$ cat config.mk
export PLATFORM = sky130hd
export DESIGN_NAME = bch_codec
export DESIGN_NICKNAME = d
export VERILOG_FILES = /design/src/source/bch_gf_pkg.sv /design/src/source/bch_codec_pkg.sv /design/src/source/bch_parity_gen.sv /design/src/source/bch_syndrome_calc.sv /design/src/source/bch_chien_search.sv /design/src/source/bch_decoder.sv /design/src/source/bch_codec.sv
export SDC_FILE = /design/constraint.sdc
export NUM_CORES = 1
export LEC_CHECK = 0
export ABC_AREA = 1
export BUFFER_PORTS_ARGS = -buffer_cell sky130_fd_sc_hd__buf_2
export CAP_MARGIN = 5
export CELL_PAD_IN_SITES_DETAIL_PLACEMENT = 1
export CELL_PAD_IN_SITES_GLOBAL_PLACEMENT = 1
export CORE_ASPECT_RATIO = 2
export CORE_MARGIN = 3
export CORE_UTILIZATION = 41
export DETAILED_ROUTE_END_ITERATION = 8
export GPL_TIMING_DRIVEN = 0
export HOLD_SLACK_MARGIN = 0.06
export PLACE_DENSITY = 0.78
export SETUP_SLACK_MARGIN = 0.1
export SLEW_MARGIN = 40
export SYNTH_ARGS = -nofsm -noshare
export SYNTH_HDL_FRONTEND = slang
export SYNTH_SLANG_ARGS = --single-unit
$ cat constraint.sdc
create_clock -name clk -period 20.7 [get_ports clk]
set_input_delay 4.14 -clock clk [delete_from_list [all_inputs] [get_ports clk]]
set_output_delay 4.14 -clock clk [all_outputs]
set_load 0.005 [all_outputs]
$ cat src/source/bch_gf_pkg.sv
//********************
// gf(2^5) arithmetic and bch(31,21) code constants
// shared by the encoder, the syndrome calculator and the chien search
//********************

package bch_gf_pkg;

  // code geometry, dec bch over gf(2^5)
  localparam int GF_M     = 5;
  localparam int CW_LEN   = 31;
  localparam int DATA_LEN = 21;
  localparam int ECC_LEN  = 10;

  // x^5 + x^2 + 1
  localparam logic [GF_M:0] PRIM_POLY = 6'b100101;
  // m1(x) * m3(x) = x^10 + x^9 + x^8 + x^6 + x^5 + x^3 + 1
  localparam logic [ECC_LEN:0] GEN_POLY = 11'b111_0110_1001;

  typedef logic [GF_M-1:0] gf_elem_t;

  // fixed field elements, polynomial basis
  localparam gf_elem_t GF_ONE       = 5'b00001;
  localparam gf_elem_t GF_ALPHA     = 5'b00010;
  localparam gf_elem_t GF_ALPHA3    = 5'b01000;
  // alpha^30, i.e. alpha^-1
  localparam gf_elem_t GF_ALPHA_INV = 5'b10010;

  typedef struct packed {
    gf_elem_t s1;
    gf_elem_t s3;
  } synd_t;

  // carry-less product, then fold the top bits back by prim poly
  function automatic gf_elem_t gf_mul(input gf_elem_t a, input gf_elem_t b);
    logic [2*GF_M-2:0] prod;
    logic [2*GF_M-2:0] aa;
    logic [2*GF_M-2:0] pp;
    prod = '0;
    aa = '0;
    pp = '0;
    aa[GF_M-1:0] = a;
    pp[GF_M:0] = PRIM_POLY;
    for (int i = 0; i < GF_M; i++) begin
      if (b[i]) prod ^= aa << i;
    end
    for (int i = 2*GF_M-2; i >= GF_M; i--) begin
      if (prod[i]) prod ^= pp << (i - GF_M);
    end
    return prod[GF_M-1:0];
  endfunction

  function automatic gf_elem_t gf_sq(input gf_elem_t a);
    return gf_mul(a, a);
  endfunction

  // a^-1 = a^30 = a^16 * a^8 * a^4 * a^2, zero maps to zero
  function automatic gf_elem_t gf_inv(input gf_elem_t a);
    gf_elem_t a2;
    gf_elem_t a4;
    gf_elem_t a8;
    gf_elem_t a16;
    a2  = gf_sq(a);
    a4  = gf_sq(a2);
    a8  = gf_sq(a4);
    a16 = gf_sq(a8);
    return gf_mul(gf_mul(a16, a8), gf_mul(a4, a2));
  endfunction

endpackage

$ cat src/source/bch_codec_pkg.sv
//********************
// codec transaction types
// codeword view, request and response words, operation code
//********************

package bch_codec_pkg;

  import bch_gf_pkg::*;

  // operation carried by each request
  typedef enum logic {
    OP_ENCODE = 1'b0,
    OP_DECODE = 1'b1
  } bch_op_e;

  // systematic split, data on top, parity below
  typedef struct packed {
    logic [DATA_LEN-1:0] data;
    logic [ECC_LEN-1:0]  ecc;
  } cw_fields_t;

  // one 31 bit word, seen flat or split
  // raw bit k is the coefficient of x^k
  typedef union packed {
    logic [CW_LEN-1:0] raw;
    cw_fields_t        fields;
  } codeword_u;

  // request, 32 bits
  // ecc field is don't care for encode
  typedef struct packed {
    bch_op_e   op;
    codeword_u cw;
  } bch_req_t;

  // response, 33 bits
  // encode: data echoed plus new parity
  // decode: corrected word and status
  typedef struct packed {
    codeword_u cw;
    logic      err_det;
    logic      uncorr;
  } bch_rsp_t;

endpackage

$ cat src/source/bch_parity_gen.sv
//********************
// bch(31,21) systematic parity generator
// remainder of data * x^10 modulo the generator polynomial
//********************

`timescale 1ns/1ps

module bch_parity_gen import bch_gf_pkg::*; (
  input  logic [DATA_LEN-1:0] data_i,
  output logic [ECC_LEN-1:0]  ecc_o
);

  //********************
  // unrolled lfsr division
  //********************

  always_comb begin
    logic [ECC_LEN-1:0] rem;
    logic               fb;
    rem = '0;
    // msb first, data bit i sits at x^(i+10)
    for (int i = DATA_LEN-1; i >= 0; i--) begin
      // feedback from top of remainder
      fb  = data_i[i] ^ rem[ECC_LEN-1];
      rem = {rem[ECC_LEN-2:0], 1'b0};
      // subtract g(x), leading term implied
      if (fb) begin
        rem ^= GEN_POLY[ECC_LEN-1:0];
      end
    end
    // remainder is the parity word
    ecc_o = rem;
  end

  // note: {data, ecc} is a multiple of g(x), so both syndromes vanish

endmodule

$ cat src/source/bch_syndrome_calc.sv
//********************
// bch(31,21) syndrome calculator
// r(alpha) and r(alpha^3), purely combinational
//********************

`timescale 1ns/1ps

module bch_syndrome_calc import bch_gf_pkg::*, bch_codec_pkg::*; (
  input  codeword_u cw_i,
  output synd_t     synd_o
);

  //********************
  // power sums
  //********************

  // running powers alpha^k and alpha^3k
  // constant per k, so each set bit costs only xor gates
  always_comb begin
    gf_elem_t p1;
    gf_elem_t p3;
    gf_elem_t s1;
    gf_elem_t s3;
    p1 = GF_ONE;
    p3 = GF_ONE;
    s1 = '0;
    s3 = '0;
    for (int k = 0; k < CW_LEN; k++) begin
      // add this position's field powers when the bit is set
      if (cw_i.raw[k]) begin
        s1 ^= p1;
        s3 ^= p3;
      end
      // step to position k+1
      p1 = gf_mul(p1, GF_ALPHA);
      p3 = gf_mul(p3, GF_ALPHA3);
    end
    synd_o.s1 = s1;
    synd_o.s3 = s3;
  end

  // note: s2 and s4 are squares of s1 in binary bch, not needed

endmodule

$ cat src/source/bch_chien_search.sv
//********************
// dec locator and chien search for bch(31,21)
// error mask and uncorrectable flag, registered on en_i
//********************

`timescale 1ns/1ps

module bch_chien_search import bch_gf_pkg::*; (
  input  logic              clk,
  input  logic              rst_i,
  input  logic              en_i,
  input  synd_t             synd_i,
  output logic [CW_LEN-1:0] msk_o,
  output logic              uncorr_o
);

  // sigma(x) = 1 + c1 x + c2 x^2
  gf_elem_t          c1;
  gf_elem_t          c2;
  // expected number of roots
  logic [GF_M-1:0]   deg;
  logic [GF_M-1:0]   n_roots;
  logic [CW_LEN-1:0] roots;
  logic [CW_LEN-1:0] msk_d;
  logic              uncorr_d;

  //********************
  // locator coefficients
  //********************

  // c2 is zero when s3 == s1^3, single error case
  assign c1 = synd_i.s1;
  assign c2 = gf_sq(synd_i.s1) ^ gf_mul(synd_i.s3, gf_inv(synd_i.s1));

  always_comb begin
    if (synd_i.s1 == '0) begin
      deg = '0;
    end else if (c2 == '0) begin
      deg = GF_M'(1);
    end else begin
      deg = GF_M'(2);
    end
  end

  //********************
  // search over 31 positions
  //********************

  // position k is in error when sigma(alpha^-k) == 0
  always_comb begin
    gf_elem_t x;
    gf_elem_t val;
    x       = GF_ONE;
    roots   = '0;
    n_roots = '0;
    for (int k = 0; k < CW_LEN; k++) begin
      val = GF_ONE ^ gf_mul(c1, x) ^ gf_mul(c2, gf_sq(x));
      if (val == '0) begin
        roots[k] = 1'b1;
        n_roots  = n_roots + 1'b1;
      end
      x = gf_mul(x, GF_ALPHA_INV);
    end
  end

  // s1 zero with s3 set, or root count short of degree
  assign uncorr_d = ((synd_i.s1 == '0) && (synd_i.s3 != '0)) || (n_roots != deg);
  // no partial correction on failure
  assign msk_d    = uncorr_d ? '0 : roots;

  // capture stage, same clk/en timing as a rom lookup
  always_ff @(posedge clk) begin
    if (rst_i) begin
      msk_o    <= '0;
      uncorr_o <= 1'b0;
    end else if (en_i) begin
      msk_o    <= msk_d;
      uncorr_o <= uncorr_d;
    end
  end

endmodule

$ cat src/source/bch_decoder.sv
//********************
// dec bch(31,21) decoder top
// syndromes into chien search, mask and flags one cycle after en_i
//********************

`timescale 1ns/1ps

module bch_decoder import bch_gf_pkg::*, bch_codec_pkg::*; (
  input  logic              clk,
  input  logic              rst_i,
  input  logic              en_i,
  input  codeword_u         cw_i,
  output logic [CW_LEN-1:0] msk_o,
  output logic              err_det_o,
  output logic              uncorr_o
);

  // s1 and s3 of the received word
  synd_t synd;

  // combinational syndromes
  bch_syndrome_calc syndrome_calc_i (
    .cw_i   (cw_i),
    .synd_o (synd)
  );

  // locator solve, registered on en_i
  bch_chien_search chien_search_i (
    .clk      (clk),
    .rst_i    (rst_i),
    .en_i     (en_i),
    .synd_i   (synd),
    .msk_o    (msk_o),
    .uncorr_o (uncorr_o)
  );

  //********************
  // error detect
  //********************

  // any nonzero syndrome, kept in step with the mask
  always_ff @(posedge clk) begin
    if (rst_i) begin
      err_det_o <= 1'b0;
    end else if (en_i) begin
      err_det_o <= |synd;
    end
  end

endmodule

$ cat src/source/bch_codec.sv
//********************
// bch(31,21) codec with four-phase req/ack port
// encode or decode one request, response 3 edges after req
//********************

`timescale 1ns/1ps

module bch_codec import bch_gf_pkg::*, bch_codec_pkg::*; (
  input  logic     clk,
  input  logic     rst_i,
  input  logic     req_i,
  input  bch_req_t req_data_i,
  output logic     ack_o,
  output bch_rsp_t rsp_o
);

  typedef enum logic [1:0] {
    ST_IDLE,
    ST_WAIT,
    ST_ACK
  } state_e;

  state_e            state_q;
  // decoder enable, high for the first wait cycle
  logic              dec_en_q;
  bch_req_t          req_q;
  logic [ECC_LEN-1:0] enc_ecc;
  logic [CW_LEN-1:0] dec_msk;
  logic              dec_err_det;
  logic              dec_uncorr;
  bch_rsp_t          rsp_d;

  bch_parity_gen parity_gen_i (
    .data_i (req_q.cw.fields.data),
    .ecc_o  (enc_ecc)
  );

  bch_decoder decoder_i (
    .clk       (clk),
    .rst_i     (rst_i),
    .en_i      (dec_en_q),
    .cw_i      (req_q.cw),
    .msk_o     (dec_msk),
    .err_det_o (dec_err_det),
    .uncorr_o  (dec_uncorr)
  );

  // request capture when a new transaction starts
  always_ff @(posedge clk) begin
    if ((state_q == ST_IDLE) && req_i) begin
      req_q <= req_data_i;
    end
  end

  // response select
  always_comb begin
    rsp_d = '0;
    if (req_q.op == OP_DECODE) begin
      // flip the located bits
      rsp_d.cw.raw  = req_q.cw.raw ^ dec_msk;
      rsp_d.err_det = dec_err_det;
      rsp_d.uncorr  = dec_uncorr;
    end else begin
      rsp_d.cw.fields.data = req_q.cw.fields.data;
      rsp_d.cw.fields.ecc  = enc_ecc;
    end
  end

  //********************
  // handshake fsm
  //********************

  // idle -> wait (en) -> wait -> ack, encode runs the same schedule
  always_ff @(posedge clk) begin
    if (rst_i) begin
      state_q  <= ST_IDLE;
      dec_en_q <= 1'b0;
      rsp_o    <= '0;
    end else begin
      dec_en_q <= 1'b0;
      case (state_q)
        ST_IDLE: begin
          if (req_i) begin
            state_q  <= ST_WAIT;
            dec_en_q <= 1'b1;
          end
        end
        // second wait cycle, decoder outputs now valid
        ST_WAIT: begin
          if (!dec_en_q) begin
            state_q <= ST_ACK;
            rsp_o   <= rsp_d;
          end
        end
        // hold until requester drops req
        ST_ACK: begin
          if (!req_i) state_q <= ST_IDLE;
        end
        default: state_q <= ST_IDLE;
      endcase
    end
  end

  assign ack_o = (state_q == ST_ACK);

endmodule

==> summary.txt, run 1 <==
Run
  • Max Cap Viol: 0

Routing
  • Post-route ant nets: 0
  • Wire per inst: 26.19 µm
  • Drt initial violations: 1,484
  • Drt first pass iters: 9
  • Total number of vias: 21,990
  • Remaining DRCs: 0
  • WL final: 96,180 µm
  • Vias/cell: 5.989

Setup path
  • CP most frequent cell: nand2_4
  • Slowest stage cell, crit path: edfxtp_1
  • Max stage delay on crit path: 0.41 ns
  • Worst path required time: 20.97 ns
  • Register-to-register setup slack: -1.52 ns
  • Sum of buffers and inverters on the critical path: 37
  • Crit-path max FO: 7
  • Worst setup EP type: register
  • Setup Crit Path Kind: reg2reg
  • Crit path DAT: 22.49 ns
  • Critical path launch point type: register
  • CP top delay family: simple AND/OR/NAND/NOR gates

Timing
  • Setup TNS: -45.63 ns
  • Pins Over Slew Limit: 0
  • Fin Clk Skew: 0.01965 ns
  • Tightest Pin Transition: 1.151 ns
  • Final hold slack: 0.4747 ns
  • Unrepaired setup endpoints after global routing: yes
  • Fmax: 0.04501 GHz
  • Slew HR: 23.04%
  • Fin crit period: 22.22 ns
  • Hold Vio Cnt, Final: 0
  • Final period util: 107.3%
  • Setup WS post-layout: -1.516 ns
  • Final setup viols: 32

Logic synthesis
  • Sequential share of the synthesized area: 13.95%
  • Avg Inst Size Synth: 6.020 µm²
  • Syn nets: 2,874
  • Cell Area, Synth: 16,790 µm²
  • Primary FF master, synth: dfxtp_1
  • Post-synth EDFFs: 32
  • Yosys reg bits: 101
  • Ys Warns: 0
  • Async set-reset flop share out of synthesis: 0%
  • Synth cell types: 60
  • Post-Syn Instances: 2,789

Layout
  • Finished Cell Area: 23,910 µm²
  • Register Area: 2342 µm²
  • Multi-input logic area: 15,780 µm²
  • Fill cells: 5,245
  • Area delta synth->final: 42.41%
  • Most common cell after layout, fill and taps aside: nand2_1
  • Post-layout nets: 3,222
  • Non-filler cells in the finished layout: 3,672
  • ANT cells: 0
  • Share of cells above drive strength 1: 36.41%
  • Commonest non-fill, non-tap cells in the layout: nand2_1 (705), inv_1 (274), buf_4 (253)

Worst hold path
  • Hold/Removal Path Class: reg2reg

CTS
  • Clock Path Buffers: 2
  • TritonCTS buffer count: 9
  • Hold buffer count at cts: 0
  • Clock tree from TritonCTS: yes
  • Clock latency on the worst-skew pair: 0.36 ns
  • Root buffer cell: clkbuf_16
  • Htree depth: 3
  • Sink Count: 101
  • Clock transition at path regs: 0.08 ns

Global routing
  • Antenna violations before repair: 0
  • Total track usage: 33.81%
  • Vias in the first global route: 21,570
  • Residual overflow from global routing: 0
  • Pin count of the biggest net entering global routing: 33
  • First-pass GRT wire length: 116,300 µm

Floorplan
  • Core Region: 40,340 µm²
  • Die area: 43,560 µm²
  • Die height: 292.2 µm
  • Horiz. Die Dim: 149.1 µm
  • Ports: 69
  • Rows: 104
  • Initial Util: 41.63%

Place
  • Placed cell areas: 18,290 µm²
  • Cell count after placement: 3,386
  • Placer Congestion: 1.005
  • HPWL after detailed placement: 55,590 µm
  • PortBufs: 67

Status
  • Violated checks: setup timing
  • Status: finished, violations left
==> cells in the mapped netlist, types with 5 or more instances <==
master,n,area [µm²]
xnor2_1,81,709.4
clkinv_1,10,37.54
o21ai_0,53,265.3
buf_6,6,67.56
nand4_1,13,81.33
nor2_1,116,435.4
nand3b_1,16,120.1
ha_1,50,625.6
o211ai_1,6,45.04
nand3_2,33,330.3
a21oi_1,86,430.4
xor2_2,8,130.1
a2111oi_0,6,52.55
nor4_1,10,62.56
or2_2,11,68.82
buf_2,13,65.06
nand3_1,350,1752
o21bai_1,7,52.55
nand2_1,931,3495
buf_4,31,232.7
o21ai_1,9,45.04
nand2_4,24,270.3
o22ai_1,5,31.28
inv_2,55,206.5
dfxtp_1,69,1381
edfxtp_1,32,960.9
dlygate4sd1_1,5,43.79
clkbuf_1,17,63.81
nor2_2,13,81.33
nand2_2,99,619.3
xor2_1,257,2251
inv_1,311,1167
==> layout make-up <==
cell class | count | share of cell area (%)
multi-input combinational | 2232 | 65.97
timing repair buffer | 336 | 10.51
sequential | 101 | 9.795
inverter | 381 | 6.420
buffer | 76 | 3.317
tap | 530 | 2.773
clock buffer | 9 | 0.9418
clock inverter | 7 | 0.2773
==> metrics by stage <==
stage	worst slack, ns	utilization [%]
floorplan	0.1254	-
global placement	-2.731	45.29
detailed placement	-3.637	45.35
CTS	-1.298	52.17
global route	-2.039	59.28
finish	-1.516	59.28
==> state kept, by name (all words and copies together), names as in the netlist <==
| register | flops |
|---|---|
| decoder_i.chien_search_i.msk_o | 31 |
| state_q | 2 |
| decoder_i.err_det_o | 1 |
| dec_en_q | 1 |
| rsp_o | 33 |
| decoder_i.chien_search_i.uncorr_o | 1 |
| req_q | 32 |
==> layer usage <==
layer	routed length (µm)	track usage, %	up-vias
met3	6034	3.339	660
li1	-	-	9474
met5	0	0	-
met4	11500	28.81	0
met2	47970	64.20	1213
met1	30680	31.29	10650
==> path summary, 6_finish.rpt <==
path | from | endpoint | cells after the start
worst max register to register | req_q[10]$_DFFE_PP_ | decoder_i.chien_search_i.msk_o[4]$_SDFFE_PP0P_ | 170
worst min-delay path | decoder_i.chien_search_i.msk_o[29]$_SDFFE_PP0P_ | decoder_i.chien_search_i.msk_o[29]$_SDFFE_PP0P_ | 2
worst max-delay path | req_q[10]$_DFFE_PP_ | decoder_i.chien_search_i.msk_o[4]$_SDFFE_PP0P_ | 170
worst min register to register | decoder_i.chien_search_i.msk_o[29]$_SDFFE_PP0P_ | decoder_i.chien_search_i.msk_o[29]$_SDFFE_PP0P_ | 2
==> kinds of logic after synthesis <==
| family | count (synthesis) | share of synthesized area, % |
|---|---|---|
| xor gates and xnor gates | 354 | 19.40 |
| adders and majority gates | 50 | 3.726 |
| and+or+nand+nor | 1634 | 44.81 |
| DFF | 101 | 13.95 |
| AOI/OAI and AO/OA | 193 | 6.483 |
| buffers and inverters | 457 | 11.62 |
==> worst register-to-register path: cells and delay by family, from the launching register on <==
kind	cells	cell delay (ns)
simple gates	100	10.44
fa+ha+maj	27	6.38
flops	1	0.41
xor+xnor	1	0.16
buf+inv	37	3.75
compound gates	5	0.99
==> what timing repair did <==
item | 4_1_cts | 5_1_grt
setup endpoints to repair | 32 | 32
gates cloned | 5 | 2
buffers inserted | 165 | 114
pin swaps | 167 | 258
gates resized for setup | 274 | 464
Power of run 1 is left out: the tool's default activity adds up to more than one toggle a clock period on the data nets, which glitch-free logic cannot reach.
==> inputs of run 2 (changes only) <==
--- a/config.mk
+++ b/config.mk
@@ -5,18 +5,18 @@
 export SDC_FILE = /design/constraint.sdc
 export NUM_CORES = 1
 export LEC_CHECK = 0
-export ABC_AREA = 1
 export BUFFER_PORTS_ARGS = -buffer_cell sky130_fd_sc_hd__buf_2
 export CAP_MARGIN = 5
 export CELL_PAD_IN_SITES_DETAIL_PLACEMENT = 1
 export CELL_PAD_IN_SITES_GLOBAL_PLACEMENT = 1
 export CORE_ASPECT_RATIO = 2
 export CORE_MARGIN = 3
-export CORE_UTILIZATION = 41
+export CORE_UTILIZATION = 46
+export CTS_BUF_LIST = sky130_fd_sc_hd__clkbuf_8
 export DETAILED_ROUTE_END_ITERATION = 8
 export GPL_TIMING_DRIVEN = 0
 export HOLD_SLACK_MARGIN = 0.06
-export PLACE_DENSITY = 0.78
+export PLACE_DENSITY = 0.8
 export SETUP_SLACK_MARGIN = 0.1
 export SLEW_MARGIN = 40
 export SYNTH_ARGS = -nofsm -noshare
==> summary.txt, run 2 <==
Status
  • Status: finished, violations left
  • Violated checks: capacitance limit, setup timing

CTS
  • Clock latency on the worst-skew pair: 0.41 ns (+0.05 ns)
  • Sink Count: 101 (unchanged)
  • Clock Path Buffers: 2 (unchanged)
  • TritonCTS buffer count: 9 (unchanged)
  • Clock transition at path regs: 0.13 ns (+0.05 ns)
  • Clock tree from TritonCTS: yes
  • Root buffer cell: clkbuf_8
  • Hold buffer count at cts: 0 (unchanged)
  • Htree depth: 3 (unchanged)

Place
  • Placer Congestion: 0.9468 (-5.8%)
  • Placed cell areas: 18,120 µm² (-0.96%)
  • Setup WS pre-CTS: -8.191 ns (-4.555 ns)
  • HPWL after detailed placement: 48,480 µm (-13%)
  • PortBufs: 68 (+1.5%)

Timing
  • Fmax: 0.03470 GHz (-23%)
  • Slew HR: 0.08941% (-23 points)
  • Unrepaired setup endpoints after global routing: yes
  • Final period util: 139.2% (+32 points)
  • Hold Vio Cnt, Final: 0 (unchanged)
  • Setup WS post-layout: -8.118 ns (-6.602 ns)
  • Fin Clk Skew: 0.02392 ns (+0.004270 ns)
  • Final setup viols: 32 (unchanged)
  • Final hold slack: 0.4955 ns (+0.02075 ns)
  • Fin crit period: 28.82 ns (+6.602 ns)
  • Tightest Pin Transition: 1.486 ns (+0.3357 ns)
  • Pins Over Slew Limit: 0 (unchanged)
  • Setup TNS: -257.85 ns (-212.22 ns)

Setup path
  • Setup Crit Path Kind: reg2reg
  • Critical path launch point type: register
  • Worst path required time: 21.04 ns (+0.07 ns)
  • Worst setup EP type: register
  • CP most frequent cell: ha_4
  • Max stage delay on crit path: 0.84 ns (+0.43 ns)
  • Slowest stage cell, crit path: a21boi_0
  • Crit path DAT: 29.16 ns (+6.67 ns)
  • Crit-path max FO: 10 (+3)

Routing
  • Drt first pass iters: 7 (-2)
  • Remaining DRCs: 0 (unchanged)
  • WL final: 95,670 µm (-0.53%)
  • Drt initial violations: 2,242 (+51%)
  • Total number of vias: 18,930 (-14%)
  • Post-route ant nets: 0 (unchanged)
  • Vias/cell: 7.270 (+21%)
  • Wire per inst: 36.74 µm (+40%)

Layout
  • Commonest non-fill, non-tap cells in the layout: xnor2_1 (279), buf_4 (216), nand2_1 (137)
  • Finished Cell Area: 21,460 µm² (-10%)
  • Max FFs per register: 33 (unchanged)
  • Fill cells: 3,753 (-28%)
  • Top flop regs: rsp_o (33), req_q (32), decoder_i.chien_search_i.msk_o (31)
  • Area delta synth->final: 33.60%
  • Most common cell after layout, fill and taps aside: xnor2_1
  • Post-layout nets: 2,237 (-31%)
  • Biggest register: rsp_o
  • Share of cells above drive strength 1: 33.29% (-3.1 points)

Floorplan
  • Rows: 96 (-7.7%)
  • Core Region: 34,350 µm² (-15%)
  • Die height: 270.3 µm (-7.5%)
  • Horiz. Die Dim: 138.2 µm (-7.3%)
  • Initial Util: 46.77% (+5.1 points)
  • Die area: 37,340 µm² (-14%)
  • Ports: 69 (unchanged)

Worst hold path
  • Hold/Removal Path Class: reg2reg

Logic synthesis
  • Count leader, synth: xnor2_1
  • Ranking of synthesized cells by area: xnor2_1 (17%), dfxtp_1 (8.6%), xor2_1 (7.7%)
  • Ys Warns: 0 (unchanged)
  • Async set-reset flop share out of synthesis: 0% (unchanged)
  • Top cells by instance count after synthesis: xnor2_1 (321), nand2_1 (147), xor2_1 (142)
  • Sequential share of the synthesized area: 14.58% (+0.63 points)
  • Yosys reg bits: 101 (unchanged)
  • Post-synth EDFFs: 32 (unchanged)
  • Post-Syn Instances: 1,839 (-34%)
  • Syn nets: 1,924 (-33%)
  • Cell taking the most area after synthesis: xnor2_1
  • Primary FF master, synth: dfxtp_1
  • Synth top area share: 17.50% (-3.3 points)
  • Cell Area, Synth: 16,070 µm² (-4.3%)
  • Avg Inst Size Synth: 8.737 µm² (+45%)
  • Synth cell types: 99 (+65%)

Global routing
  • First-pass GRT wire length: 106,700 µm (-8.3%)
  • Vias in the first global route: 18,180 (-16%)
  • Total track usage: 36.27% (+2.5 points)
  • Antenna violations before repair: 5 (+5)
  • Pin count of the biggest net entering global routing: 19 (-42%)
  • Residual overflow from global routing: 0 (unchanged)

Run
  • Max Cap Viol: 1 (+1)
[run 2: changes by cell type in the layout (fill, tap and decap cells not counted), sizes merged, moves of 61 or more]
cell,before,now
inv,374,50
nand2,1057,148
nand3,387,58
xnor2,85,353
xnor3,0,61
xor2,267,156
[run 2: logic make-up after synthesis]
family | Yosys count | synth area share, %
simple gates | 546 | 16.68
xor+xnor | 578 | 40.60
mux | 62 | 4.003
buf+inv | 148 | 3.878
fa+ha+maj | 52 | 4.018
flops | 101 | 14.58
compound gates | 352 | 16.25
[run 2: final timing paths]
kind | from | endpoint | slack (ns) | depth (start not counted)
hold reg to reg | rsp_o[7]$_SDFFE_PP0P_ | rsp_o[7]$_SDFFE_PP0P_ | 0.50 | 2
hold / removal | rsp_o[7]$_SDFFE_PP0P_ | rsp_o[7]$_SDFFE_PP0P_ | 0.50 | 2
setup / recovery | req_q[9]$_DFFE_PP_ | decoder_i.chien_search_i.msk_o[2]$_SDFFE_PP0P_ | -8.12 | 129
setup reg to reg | req_q[9]$_DFFE_PP_ | decoder_i.chien_search_i.msk_o[2]$_SDFFE_PP0P_ | -8.12 | 129
[run 2: repair_timing]
action                     4_1_cts  5_1_grt
resized for setup              149      103
setup buffers                  139       82
setup endpoints to repair       32       32
pin swaps                      119      107
gates cloned                     1        2
[run 2: stage by stage]
step	instances	util, %
after CTS	2513	58.71
after floorplan	1839	-
after detailed placement	2358	52.74
after global routing	2603	62.47
final	2604	62.48
after global placement	2348	52.04
[run 2: final cells by class]
class | count | area (µm²) | area share (%)
sequential | 101 | 2342 | 10.91
timing repair buffer | 304 | 2247 | 10.47
clock buffer | 9 | 123.9 | 0.5771
buffer | 96 | 754.5 | 3.515
multi-input combinational | 1590 | 15140 | 70.52
tap | 441 | 551.8 | 2.571
inverter | 50 | 232.7 | 1.084
antenna | 6 | 15.01 | 0.06995
clock inverter | 7 | 61.31 | 0.2856
[run 2: routing by layer]
metal,GRT usage [%],vias up,part of all wire (%)
met1,33.31,9059,29
met3,4.252,935,9.8
li1,-,7128,-
met2,68.34,1807,46
met5,0,-,0.014
met4,32.59,2,15
[run 2: critical path, delay by kind of cell (launching register included)]
| family | cells | cell delay [ns] |
|---|---|---|
| fa+ha+maj | 29 | 7.56 |
| simple gates | 31 | 5.90 |
| compound gates | 22 | 4.87 |
| xor+xnor | 16 | 4.42 |
| buf+inv | 21 | 2.82 |
| mux | 10 | 2.64 |
| flops | 1 | 0.46 |
Power of run 2 is left out for the same reason.
